`src/bridge_consts.svh`:
```
`ifndef BRIDGE_CONSTS_SVH
`define BRIDGE_CONSTS_SVH

// ====================================================================
// endpoint numbers seen on the controller's endpoint select
// ====================================================================
`define EP_UART_CONFIG  4'd0  // reserved, no function behind it
`define EP_UART1_DATA   4'd5  // uart data endpoint
`define EP_PARALLEL     4'd8  // gpio endpoint

// ====================================================================
// default sizes and periods
// ====================================================================
`define UART_CLK_DIV_DEFAULT      520       // clocks per uart bit
`define HEARTBEAT_CYCLES_DEFAULT  60000000  // clocks between led toggles
`define BYTE_FIFO_DEPTH           16        // entries per uart fifo

`endif

```
`src/bridge_pkg.sv`:
```
package bridge_pkg;

  typedef logic [3:0]  endpt_t;     // endpoint number
  typedef logic [7:0]  byte_t;      // stream / uart byte
  typedef logic [11:0] pkt_len_t;   // in packet length
  typedef logic [9:0]  gpio_t;      // parallel output word
  typedef logic [4:0]  fifo_cnt_t;  // 0..16 entries

  // uart line engine, shared by tx and rx sides
  typedef enum logic [1:0] {
    ST_IDLE,
    ST_START,
    ST_DATA,
    ST_STOP
  } uart_state_t;

endpackage

```
`src/ep_stream_if.sv`:
```
`timescale 1ns/1ns

interface ep_stream_if;
  import bridge_pkg::*;

  // out direction, controller to function
  byte_t    rxdat;
  logic     rxval;     // one strobe per byte
  logic     rxact;     // high for the whole packet
  logic     rxpktval;  // good packet pulse
  logic     rxrdy;

  // in direction, function to controller
  logic     txact;
  logic     txpop;     // one pulse per byte taken
  byte_t    txdat;
  pkt_len_t txlen;
  logic     txcork;    // low when data is waiting

  modport router (
    output rxdat, rxval, rxact, rxpktval, txact, txpop,
    input  rxrdy, txdat, txlen, txcork
  );

  modport func (
    input  rxdat, rxval, rxact, rxpktval, txact, txpop,
    output rxrdy, txdat, txlen, txcork
  );

endinterface

```
`src/byte_fifo.sv`:
```
`timescale 1ns/1ns
`include "bridge_consts.svh"

module byte_fifo #(
  parameter int DEPTH = `BYTE_FIFO_DEPTH
) (
  input  logic                  PHY_CLKOUT,
  input  logic                  RESET_IN,
  input  logic                  push_i,
  input  bridge_pkg::byte_t     push_data_i,
  input  logic                  pop_i,
  output bridge_pkg::byte_t     head_o,
  output bridge_pkg::fifo_cnt_t count_o
);
  import bridge_pkg::*;

  localparam int PTR_W = $clog2(DEPTH);

  byte_t            mem [DEPTH];
  logic [PTR_W-1:0] wr_ptr;
  logic [PTR_W-1:0] rd_ptr;
  logic             push_ok;
  logic             pop_ok;

  assign push_ok = push_i && (count_o != fifo_cnt_t'(DEPTH));  // drop when full
  assign pop_ok  = pop_i && (count_o != '0);
  assign head_o  = mem[rd_ptr];  // show-ahead

  always_ff @(posedge PHY_CLKOUT) begin
    if (push_ok) begin
      mem[wr_ptr] <= push_data_i;
    end
  end

  always_ff @(posedge PHY_CLKOUT) begin
    if (RESET_IN) begin
      wr_ptr  <= '0;
      rd_ptr  <= '0;
      count_o <= '0;
    end else begin
      if (push_ok) begin
        wr_ptr <= (wr_ptr == PTR_W'(DEPTH - 1)) ? '0 : wr_ptr + 1'b1;
      end
      if (pop_ok) begin
        rd_ptr <= (rd_ptr == PTR_W'(DEPTH - 1)) ? '0 : rd_ptr + 1'b1;
      end
      count_o <= count_o + fifo_cnt_t'(push_ok) - fifo_cnt_t'(pop_ok);
    end
  end

endmodule

```
`src/uart_line.sv`:
```
`timescale 1ns/1ns
`include "bridge_consts.svh"

module uart_line #(
  parameter int CLK_DIV = `UART_CLK_DIV_DEFAULT
) (
  input  logic              PHY_CLKOUT,
  input  logic              RESET_IN,
  input  logic              tx_start_i,
  input  bridge_pkg::byte_t tx_data_i,
  output logic              tx_busy_o,
  output bridge_pkg::byte_t rx_data_o,
  output logic              rx_valid_o,
  input  logic              uart_rxd_i,
  output logic              uart_txd_o
);
  import bridge_pkg::*;

  localparam int CNT_W = $clog2(CLK_DIV);

  uart_state_t      tx_state;
  logic [CNT_W-1:0] tx_cnt;
  logic [2:0]       tx_bit;
  byte_t            tx_shift;
  logic             tx_bit_end;
  uart_state_t      rx_state;
  logic [CNT_W-1:0] rx_cnt;
  logic [2:0]       rx_bit;
  logic [1:0]       rxd_sync;
  logic             rxd_prev;

  //======================================================================
  // transmitter, 8N1
  //======================================================================
  assign tx_bit_end = (tx_cnt == CNT_W'(CLK_DIV - 1));
  assign tx_busy_o  = (tx_state != ST_IDLE);

  always_ff @(posedge PHY_CLKOUT) begin
    if (RESET_IN) begin
      tx_state   <= ST_IDLE;
      tx_cnt     <= '0;
      tx_bit     <= '0;
      uart_txd_o <= 1'b1;  // line idles high
    end else begin
      tx_cnt <= tx_bit_end ? '0 : tx_cnt + 1'b1;
      case (tx_state)
        ST_IDLE: begin
          tx_cnt <= '0;
          if (tx_start_i) begin
            tx_shift   <= tx_data_i;
            uart_txd_o <= 1'b0;  // start bit
            tx_state   <= ST_START;
          end
        end
        ST_START: if (tx_bit_end) begin
          tx_bit     <= '0;
          uart_txd_o <= tx_shift[0];
          tx_state   <= ST_DATA;
        end
        ST_DATA: if (tx_bit_end) begin
          if (tx_bit == 3'd7) begin
            uart_txd_o <= 1'b1;  // stop bit
            tx_state   <= ST_STOP;
          end else begin
            tx_bit     <= tx_bit + 3'd1;
            tx_shift   <= tx_shift >> 1;
            uart_txd_o <= tx_shift[1];  // lsb first
          end
        end
        ST_STOP: if (tx_bit_end) tx_state <= ST_IDLE;
        default: tx_state <= ST_IDLE;
      endcase
    end
  end

  //======================================================================
  // receiver, mid-bit sampling
  //======================================================================
  always_ff @(posedge PHY_CLKOUT) begin
    if (RESET_IN) begin
      rxd_sync   <= 2'b11;
      rxd_prev   <= 1'b1;
      rx_state   <= ST_IDLE;
      rx_cnt     <= '0;
      rx_bit     <= '0;
      rx_valid_o <= 1'b0;
    end else begin
      rxd_sync   <= {rxd_sync[0], uart_rxd_i};  // two flop synchronizer
      rxd_prev   <= rxd_sync[1];
      rx_valid_o <= 1'b0;
      rx_cnt     <= rx_cnt + 1'b1;
      case (rx_state)
        ST_IDLE: begin
          rx_cnt <= '0;
          if (rxd_prev && !rxd_sync[1]) rx_state <= ST_START;  // falling edge only
        end
        ST_START: if (rx_cnt == CNT_W'(CLK_DIV / 2 - 1)) begin
          rx_cnt   <= '0;
          rx_bit   <= '0;
          rx_state <= rxd_sync[1] ? ST_IDLE : ST_DATA;  // glitch returns to idle
        end
        ST_DATA: if (rx_cnt == CNT_W'(CLK_DIV - 1)) begin
          rx_cnt    <= '0;
          rx_data_o <= {rxd_sync[1], rx_data_o[7:1]};
          rx_bit    <= rx_bit + 3'd1;
          if (rx_bit == 3'd7) rx_state <= ST_STOP;
        end
        ST_STOP: if (rx_cnt == CNT_W'(CLK_DIV - 1)) begin
          rx_valid_o <= rxd_sync[1];  // low stop bit drops the frame
          rx_state   <= ST_IDLE;
        end
        default: rx_state <= ST_IDLE;
      endcase
    end
  end

endmodule

```
`src/heartbeat_led.sv`:
```
`timescale 1ns/1ns
`include "bridge_consts.svh"

module heartbeat_led #(
  parameter int HEARTBEAT_CYCLES = `HEARTBEAT_CYCLES_DEFAULT
) (
  input  logic PHY_CLKOUT,
  input  logic RESET_IN,
  output logic led_o
);

  localparam int CNT_W = $clog2(HEARTBEAT_CYCLES);

  logic [CNT_W-1:0] cnt;

  always_ff @(posedge PHY_CLKOUT) begin
    if (RESET_IN) begin
      cnt   <= '0;
      led_o <= 1'b0;
    end else if (cnt == CNT_W'(HEARTBEAT_CYCLES - 1)) begin
      cnt   <= '0;
      led_o <= ~led_o;  // one toggle per wrap
    end else begin
      cnt <= cnt + 1'b1;
    end
  end

endmodule

```
`src/gpio_endpoint.sv`:
```
`timescale 1ns/1ns

module gpio_endpoint (
  input  logic              PHY_CLKOUT,
  input  logic              RESET_IN,
  ep_stream_if.func         ep,
  output bridge_pkg::gpio_t parallel_gpio_o
);
  import bridge_pkg::*;

  logic       rxact_q;
  logic       pkt_start;
  logic [1:0] byte_idx;   // saturates at 2, later bytes ignored
  logic [1:0] idx_cur;
  logic [1:0] idx_nxt;
  gpio_t      stage;
  gpio_t      stage_nxt;

  assign pkt_start = ep.rxact & ~rxact_q;

  // out only, never offers in data
  assign ep.rxrdy  = 1'b1;
  assign ep.txcork = 1'b1;
  assign ep.txdat  = '0;
  assign ep.txlen  = '0;

  always_comb begin
    idx_cur   = pkt_start ? 2'd0 : byte_idx;  // first byte may share the start cycle
    stage_nxt = pkt_start ? '0 : stage;
    idx_nxt   = idx_cur;
    if (ep.rxval) begin
      case (idx_cur)
        2'd0:    stage_nxt[7:0] = ep.rxdat;
        2'd1:    stage_nxt[9:8] = ep.rxdat[1:0];
        default: ;
      endcase
      if (idx_cur != 2'd2) begin
        idx_nxt = idx_cur + 2'd1;
      end
    end
  end

  always_ff @(posedge PHY_CLKOUT) begin
    if (RESET_IN) begin
      rxact_q         <= 1'b0;
      byte_idx        <= '0;
      stage           <= '0;
      parallel_gpio_o <= '0;
    end else begin
      rxact_q  <= ep.rxact;
      byte_idx <= idx_nxt;
      stage    <= stage_nxt;
      if (ep.rxpktval) begin
        parallel_gpio_o <= stage;  // only good packets reach the pins
      end
    end
  end

endmodule

```
`src/uart_endpoint.sv`:
```
`timescale 1ns/1ns
`include "bridge_consts.svh"

module uart_endpoint #(
  parameter int CLK_DIV = `UART_CLK_DIV_DEFAULT
) (
  input  logic      PHY_CLKOUT,
  input  logic      RESET_IN,
  ep_stream_if.func ep,
  input  logic      uart_rxd_i,
  output logic      uart_txd_o
);
  import bridge_pkg::*;

  byte_t     tx_head;
  fifo_cnt_t tx_count;
  logic      tx_start;
  logic      tx_busy;
  byte_t     rx_data;
  logic      rx_valid;
  fifo_cnt_t rx_count;
  pkt_len_t  len_hold;  // length as it was before txact rose

  //======================================================================
  // out path, usb to line
  //======================================================================
  byte_fifo #(.DEPTH(`BYTE_FIFO_DEPTH)) tx_fifo (
    .PHY_CLKOUT  (PHY_CLKOUT),
    .RESET_IN    (RESET_IN),
    .push_i      (ep.rxval),
    .push_data_i (ep.rxdat),
    .pop_i       (tx_start),
    .head_o      (tx_head),
    .count_o     (tx_count)
  );

  assign tx_start = ~tx_busy && (tx_count != '0);
  assign ep.rxrdy = (tx_count == '0);  // next packet waits for a drained fifo

  uart_line #(.CLK_DIV(CLK_DIV)) u_line (
    .PHY_CLKOUT (PHY_CLKOUT),
    .RESET_IN   (RESET_IN),
    .tx_start_i (tx_start),
    .tx_data_i  (tx_head),
    .tx_busy_o  (tx_busy),
    .rx_data_o  (rx_data),
    .rx_valid_o (rx_valid),
    .uart_rxd_i (uart_rxd_i),
    .uart_txd_o (uart_txd_o)
  );

  //======================================================================
  // in path, line to usb
  //======================================================================
  byte_fifo #(.DEPTH(`BYTE_FIFO_DEPTH)) rx_fifo (
    .PHY_CLKOUT  (PHY_CLKOUT),
    .RESET_IN    (RESET_IN),
    .push_i      (rx_valid),
    .push_data_i (rx_data),
    .pop_i       (ep.txpop),
    .head_o      (ep.txdat),
    .count_o     (rx_count)
  );

  always_ff @(posedge PHY_CLKOUT) begin
    if (RESET_IN) begin
      len_hold <= '0;
    end else if (!ep.txact) begin
      len_hold <= pkt_len_t'(rx_count);  // frozen during a transfer
    end
  end

  assign ep.txcork = (rx_count == '0);
  assign ep.txlen  = ep.txact ? len_hold : pkt_len_t'(rx_count);

endmodule

```
`src/endpoint_router.sv`:
```
`timescale 1ns/1ns
`include "bridge_consts.svh"

module endpoint_router (
  input  bridge_pkg::endpt_t   usb_endpt_i,
  input  bridge_pkg::byte_t    usb_rxdat_i,
  input  logic                 usb_rxval_i,
  input  logic                 usb_rxact_i,
  input  logic                 usb_rxpktval_i,
  output logic                 usb_rxrdy_o,
  input  logic                 usb_txact_i,
  input  logic                 usb_txpop_i,
  output bridge_pkg::byte_t    usb_txdat_o,
  output bridge_pkg::pkt_len_t usb_txdat_len_o,
  output logic                 usb_txcork_o,
  ep_stream_if.router          gpio_ep,
  ep_stream_if.router          uart_ep
);

  logic sel_gpio;
  logic sel_uart;

  assign sel_gpio = (usb_endpt_i == `EP_PARALLEL);
  assign sel_uart = (usb_endpt_i == `EP_UART1_DATA);

  // data and activity levels go to everyone
  assign gpio_ep.rxdat    = usb_rxdat_i;
  assign gpio_ep.rxact    = usb_rxact_i;
  assign gpio_ep.txact    = usb_txact_i;
  assign uart_ep.rxdat    = usb_rxdat_i;
  assign uart_ep.rxact    = usb_rxact_i;
  assign uart_ep.txact    = usb_txact_i;

  // strobes only reach the selected endpoint
  assign gpio_ep.rxval    = usb_rxval_i & sel_gpio;
  assign gpio_ep.rxpktval = usb_rxpktval_i & sel_gpio;
  assign gpio_ep.txpop    = usb_txpop_i & sel_gpio;
  assign uart_ep.rxval    = usb_rxval_i & sel_uart;
  assign uart_ep.rxpktval = usb_rxpktval_i & sel_uart;
  assign uart_ep.txpop    = usb_txpop_i & sel_uart;

  always_comb begin
    usb_rxrdy_o     = 1'b0;  // idle answer for unknown endpoints
    usb_txcork_o    = 1'b1;
    usb_txdat_o     = '0;
    usb_txdat_len_o = '0;
    case (usb_endpt_i)
      `EP_PARALLEL: begin
        usb_rxrdy_o     = gpio_ep.rxrdy;
        usb_txcork_o    = gpio_ep.txcork;
        usb_txdat_o     = gpio_ep.txdat;
        usb_txdat_len_o = gpio_ep.txlen;
      end
      `EP_UART1_DATA: begin
        usb_rxrdy_o     = uart_ep.rxrdy;
        usb_txcork_o    = uart_ep.txcork;
        usb_txdat_o     = uart_ep.txdat;
        usb_txdat_len_o = uart_ep.txlen;
      end
      `EP_UART_CONFIG: ;  // no config function, answer as unknown
      default: ;
    endcase
  end

endmodule

```
`src/usb_bridge_top.sv`:
```
`timescale 1ns/1ns
`include "bridge_consts.svh"

module usb_bridge_top #(
  parameter int CLK_DIV          = `UART_CLK_DIV_DEFAULT,
  parameter int HEARTBEAT_CYCLES = `HEARTBEAT_CYCLES_DEFAULT
) (
  input  logic                PHY_CLKOUT,
  input  logic                RESET_IN,
  input  bridge_pkg::endpt_t  usb_endpt_i,
  input  bridge_pkg::byte_t   usb_rxdat_i,
  input  logic                usb_rxval_i,
  input  logic                usb_rxact_i,
  input  logic                usb_rxpktval_i,
  output logic                usb_rxrdy_o,
  input  logic                usb_txact_i,
  input  logic                usb_txpop_i,
  output bridge_pkg::byte_t   usb_txdat_o,
  output bridge_pkg::pkt_len_t usb_txdat_len_o,
  output logic                usb_txcork_o,
  input  logic                uart_rxd_i,
  output logic                uart_txd_o,
  output bridge_pkg::gpio_t   parallel_gpio_o,
  output logic                led_o
);

  ep_stream_if gpio_ep ();
  ep_stream_if uart_ep ();

  //======================================================================
  // endpoint steering
  //======================================================================
  endpoint_router u_router (
    .usb_endpt_i     (usb_endpt_i),
    .usb_rxdat_i     (usb_rxdat_i),
    .usb_rxval_i     (usb_rxval_i),
    .usb_rxact_i     (usb_rxact_i),
    .usb_rxpktval_i  (usb_rxpktval_i),
    .usb_rxrdy_o     (usb_rxrdy_o),
    .usb_txact_i     (usb_txact_i),
    .usb_txpop_i     (usb_txpop_i),
    .usb_txdat_o     (usb_txdat_o),
    .usb_txdat_len_o (usb_txdat_len_o),
    .usb_txcork_o    (usb_txcork_o),
    .gpio_ep         (gpio_ep.router),
    .uart_ep         (uart_ep.router)
  );

  //======================================================================
  // function endpoints
  //======================================================================
  gpio_endpoint u_gpio_ep (
    .PHY_CLKOUT      (PHY_CLKOUT),
    .RESET_IN        (RESET_IN),
    .ep              (gpio_ep.func),
    .parallel_gpio_o (parallel_gpio_o)
  );

  uart_endpoint #(.CLK_DIV(CLK_DIV)) u_uart_ep (
    .PHY_CLKOUT (PHY_CLKOUT),
    .RESET_IN   (RESET_IN),
    .ep         (uart_ep.func),
    .uart_rxd_i (uart_rxd_i),
    .uart_txd_o (uart_txd_o)
  );

  heartbeat_led #(.HEARTBEAT_CYCLES(HEARTBEAT_CYCLES)) u_heartbeat (
    .PHY_CLKOUT (PHY_CLKOUT),
    .RESET_IN   (RESET_IN),
    .led_o      (led_o)
  );

endmodule

```
`config.mk`:
```
export PLATFORM = sky130hd
export DESIGN_NAME = usb_bridge_top
export DESIGN_NICKNAME = d
export VERILOG_FILES = /design/src/bridge_pkg.sv /design/src/ep_stream_if.sv /design/src/byte_fifo.sv /design/src/uart_line.sv /design/src/heartbeat_led.sv /design/src/gpio_endpoint.sv /design/src/uart_endpoint.sv /design/src/endpoint_router.sv /design/src/usb_bridge_top.sv
export VERILOG_INCLUDE_DIRS = /design/src
export SDC_FILE = /design/constraint.sdc
export NUM_CORES = 1
export LEC_CHECK = 0
export ABC_AREA = 1
export BUFFER_PORTS_ARGS = -buffer_cell sky130_fd_sc_hd__buf_2
export CORE_MARGIN = 2
export CORE_UTILIZATION = 62
export CTS_CLUSTER_DIAMETER = 120
export CTS_CLUSTER_SIZE = 12
export DETAILED_ROUTE_END_ITERATION = 6
export GPL_ROUTABILITY_DRIVEN = 0
export PLACE_DENSITY = 0.8
export SETUP_SLACK_MARGIN = 0.05
export SYNTH_ARGS = -nofsm -noshare
export SYNTH_HDL_FRONTEND = slang
export SYNTH_SLANG_ARGS = --single-unit
```
`constraint.sdc`:
```
create_clock -name PHY_CLKOUT -period 2.4 [get_ports PHY_CLKOUT]
set_input_delay 0.36 -clock PHY_CLKOUT [delete_from_list [all_inputs] [get_ports PHY_CLKOUT]]
set_output_delay 0.36 -clock PHY_CLKOUT [all_outputs]
set_load 0.005 [all_outputs]
```
==> results.md <==
* Largest fanout of any net on the critical path at 13
* Kind of end point of the critical path: output pin
* Minimum period implied by the final worst setup slack at 2.385 ns
* CP required at 2.04 ns
* Final hold violations at 0
* Synthesized instance count at 1695
* Pre-antenna DRT Iters at 6
* NumNets Final at 1846
* Number of buffers added by the clock tree synthesis step at 39
* Clock sink count at 403
* Worst clock skew at 0.01700 ns
* Clock-pin slew on the worst setup and hold paths at 0.06 ns
* Vias/cell at 5.793
* Total nets after synthesis at 1751
* Post-detailed-placement half-perimeter wirelength at 24100 um
* Routed length per instance at 17.81 um
* Standard-cell row count at 60
* Clock latency on the worst-skew pair at 0.53 ns
* Full die area at 28710 um2
* Routed wl met2 at 18500 um
* Critical path start-end classification: flip-flop to output pin
* Number of port buffers at 53
* Depth of the most critical reg-to-reg path at 14
* Most frequent cells after synthesis: 281 x sky130_fd_sc_hd__nand2_1, 274 x sky130_fd_sc_hd__nor2_1, 272 x sky130_fd_sc_hd__edfxtp_1
* Met1 WL at 15780 um
* Total standard cell area after synthesis at 16970 um2
* Via count of the first global-routing pass at 12280
* Proportion of layout cells with a drive suffix above 1 at 11.56%
* Uppermost metal layer occupied by signal nets: met4
* Area Growth Syn to Fin at 13.26%
* Net Switching at 4.321 mW
* Power density over the cells at 829.1 nW/um2
* Reported max-cap violation count at 0
* Worst hold-check path type: primary input to flip-flop
* Worst-Margin Slew at 0.6661 ns
* Area leader, netlist: sky130_fd_sc_hd__edfxtp_1
* Top_reg_cell synth: sky130_fd_sc_hd__edfxtp_1
* CP endpoint: usb_txdat_o[1]
* End-of-flow core utilization at 71.31%
* Highest ir drop seen on vdd at 0.6659 mV
* Maximum clock rate at 419.2 MHz
* Proportion of synthesized flip-flops having asynchronous set or reset at 0%
* Ports at 54
* Worst path setup slack after routing at 0.01456 ns
* CTS tree: yes
* Die Span X at 169.4 um
* Unrepaired setup endpoints after global routing: yes
* Placement Setup Slack at 0.05357 ns
* Antenna viol nets, final at 0
* Number of flops mapped to enable cells by yosys at 272
* H-tree depth at 2
* Comb power frac at 16.5%
* Run status: finished, final reports clean
* Vertical extent of the die at 169.4 um
* Register share of total power at 48.6%
* Total of warnings raised by yosys at 0
* Slew margin rel. at 55.60%
* Routed length on met3 at 3081 um
* Starting density of the core at 62.97%
* Via count at 12500
* Fraction of the yosys area taken by sequential cells at 63.58%
* Average footprint of a synthesized cell at 10.01 um2
* Worst R2R End: u_uart_ep.tx_fifo.count_o[4]
* 1st-iter DRT viols at 1545
* Number of failing setup endpoints in the final timing report at 0
* Share of power burned in the clock network at 34.9%
* Seq cells post-synth at 403
* Post-route fraction of the period consumed by the critical path at 99.39%
* Static power due to leakage at 7.065 nW
* Critical path arrival at 2.03 ns
* Number of distinct library cells after synthesis at 39
* Switching power share of the total at 27.11%
* Most used standard cell by instance count after synthesis: sky130_fd_sc_hd__nand2_1
* Largest buffer count on any clock path at 3
* Reg2reg start: u_uart_ep.tx_fifo.count_o[3]
* GR Util All Layers at 27.15%
* Residual DRC count at 0
* Maximum number of pins on one net before global-route repair at 65
* Area of the placeable core at 26950 um2
* Hold_buf cts at 0
* Wirelength, routed at 38420 um
* Worst-case register-to-register setup slack at 0.23 ns
* # diodes at 0
* Internal Pwr Total at 11.61 mW
* Nature of the critical path startpoint: flip-flop
* Count of pins over their slew limit at 0
* Clk Tree Root Cell: sky130_fd_sc_hd__clkbuf_16
* Initial antenna violation count at 0
* Main area contributors after synthesis: sky130_fd_sc_hd__edfxtp_1 48%, sky130_fd_sc_hd__dfxtp_1 15%, sky130_fd_sc_hd__nand2_1 6.2%, sky130_fd_sc_hd__nor2_1 6.1%, sky130_fd_sc_hd__nand3_1 4.7%
* First-pass GRT wire length at 61610 um
* Remaining Overflow, GRT at 0
* Share of the synthesized area in the top cell type at 48.13%
-- how the worst min path moves through the flow --
| stage | startpoint | to | slack [ns] | depth (start not counted) |
|---|---|---|---|---|
| 6_report | uart_rxd_i | u_uart_ep.u_line.rxd_sync[0] | 0.03 | 2 |
| 5_1_grt | uart_rxd_i | u_uart_ep.u_line.rxd_sync[0] | 0.02 | 2 |
| 4_1_cts | uart_rxd_i | u_uart_ep.u_line.rxd_sync[0] | 0.008 | 2 |
| 3_5_place_dp | u_uart_ep.u_line.rxd_sync[0] | u_uart_ep.u_line.rxd_sync[1] | 0.40 | 1 |
| 3_3_place_gp | u_uart_ep.u_line.rxd_sync[0] | u_uart_ep.u_line.rxd_sync[1] | 0.40 | 1 |
| 2_1_floorplan | u_uart_ep.u_line.rxd_sync[0] | u_uart_ep.u_line.rxd_sync[1] | 0.39 | 1 |
-- flip-flops by register name (all words and copies together) (netlist names), 5 cells and up, named ones only --
signal,flops
u_gpio_ep.stage,10
u_uart_ep.u_line.tx_shift,8
u_gpio_ep.parallel_gpio_o,10
u_uart_ep.tx_fifo.mem,128
u_heartbeat.cnt,26
u_uart_ep.u_line.rx_cnt,10
u_uart_ep.rx_fifo.count_o,5
u_uart_ep.len_hold,12
u_uart_ep.tx_fifo.count_o,5
u_uart_ep.u_line.rx_data_o,8
u_uart_ep.u_line.tx_cnt,10
u_uart_ep.rx_fifo.mem,128
-- layout make-up --
| class | count | area, um2 |
|---|---|---|
| Multi-Input combinational cell | 1099 | 5479 |
| Sequential cell | 403 | 10800 |
| Timing Repair Buffer | 121 | 913.4 |
| Clock inverter | 3 | 31.28 |
| Inverter | 126 | 478.0 |
| Clock buffer | 64 | 1091 |
| Fill cell | 1760 | 7731 |
| Tap cell | 341 | 426.7 |
-- power groups by stage --
stage / Clock (mW) / Sequential (mW) / Combinational (mW)
6_report: 5.55 / 7.75 / 2.63
4_1_cts: 5.62 / 7.75 / 2.57
3_3_place_gp: 0 / 7.88 / 2.41
3_5_place_dp: 0 / 7.89 / 2.52
2_1_floorplan: 0 / 7.84 / 1.81
5_1_grt: 5.90 / 7.76 / 2.97
-- what timing repair did --
action                                  4_1_cts  5_1_grt
pin swaps                                    12       19
endpoints found under the hold margin         0        0
endpoints found under the setup margin        8       11
cloned                                        2        0
gates resized for setup                      22       27
setup buffers                                 3        2
-- critical path: stages (launching register included) --
cell,delay [ns]
sky130_fd_sc_hd__dfxtp_4,0.45
sky130_fd_sc_hd__inv_4,0.08
sky130_fd_sc_hd__bufbuf_16,0.30
sky130_fd_sc_hd__o21ai_2,0.13
sky130_fd_sc_hd__o211ai_1,0.15
sky130_fd_sc_hd__nand3_1,0.19
sky130_fd_sc_hd__a21oi_2,0.06
sky130_fd_sc_hd__buf_2,0.13
-- metal layers --
| metal | global-route usage [%] | vias up |
|---|---|---|
| li1 | - | 5963 |
| met4 | 9.922 | 0 |
| met3 | 4.524 | 91 |
| met2 | 45.32 | 558 |
| met5 | 0 | - |
| met1 | 36.19 | 5884 |
-- cells by family after synthesis --
kind of cell	count (synthesis)	synth area share (%)
AND/OR/NAND/NOR	781	19.55
flip-flops	403	63.58
AO/OA/AOI/OAI	258	8.295
buffers and inverters	193	4.586
adder cells (fa/ha/maj)	36	2.743
XOR/XNOR	24	1.239
-- cell usage in the layout (no fill, tap or decap), types with 3 or more instances in the layout --
cell                        count
sky130_fd_sc_hd__nand2_1      277
sky130_fd_sc_hd__nor2_1       272
sky130_fd_sc_hd__edfxtp_1     272
sky130_fd_sc_hd__nand3_1      158
sky130_fd_sc_hd__dfxtp_1      127
sky130_fd_sc_hd__inv_1        121
sky130_fd_sc_hd__o21ai_0      110
sky130_fd_sc_hd__a21oi_1       84
sky130_fd_sc_hd__buf_4         54
sky130_fd_sc_hd__buf_2         53
sky130_fd_sc_hd__clkbuf_16     40
sky130_fd_sc_hd__o211ai_1      39
sky130_fd_sc_hd__ha_1          33
sky130_fd_sc_hd__nor3_1        32
sky130_fd_sc_hd__clkbuf_1      24
sky130_fd_sc_hd__xor2_1        20
sky130_fd_sc_hd__nand4_1        9
sky130_fd_sc_hd__o21ai_1        7
sky130_fd_sc_hd__nand2_2        6
sky130_fd_sc_hd__or2_2          6
sky130_fd_sc_hd__buf_12         6
sky130_fd_sc_hd__a21oi_2        5
sky130_fd_sc_hd__o21ai_2        5
sky130_fd_sc_hd__nand3b_1       5
sky130_fd_sc_hd__xnor2_1        4
sky130_fd_sc_hd__buf_6          4
sky130_fd_sc_hd__nand3_2        3
sky130_fd_sc_hd__inv_4          3
sky130_fd_sc_hd__nor2_2         3
sky130_fd_sc_hd__nand2_4        3
sky130_fd_sc_hd__a31oi_1        3
sky130_fd_sc_hd__buf_8          3
-- per-stage QoR --
| stage | cells | power (mW) | setup TNS [ns] | cell area, um2 | hold slack, ns |
|---|---|---|---|---|---|
| after detailed placement | 2084 | 10.41 | 0 | 17870 | 0.4037 |
| after floorplan | 1695 | 9.649 | 0 | 16970 | 0.3895 |
| final | 2157 | 15.93 | 0 | 19220 | 0.02632 |
| after CTS | 2156 | 15.93 | 0 | 19160 | 0.007987 |
| after global placement | 2084 | 10.29 | 0 | 17870 | 0.3980 |
| after global routing | 2157 | 16.63 | -0.2340 | 19220 | 0.01777 |
No activity file was read; power rests on OpenSTA's default activity.
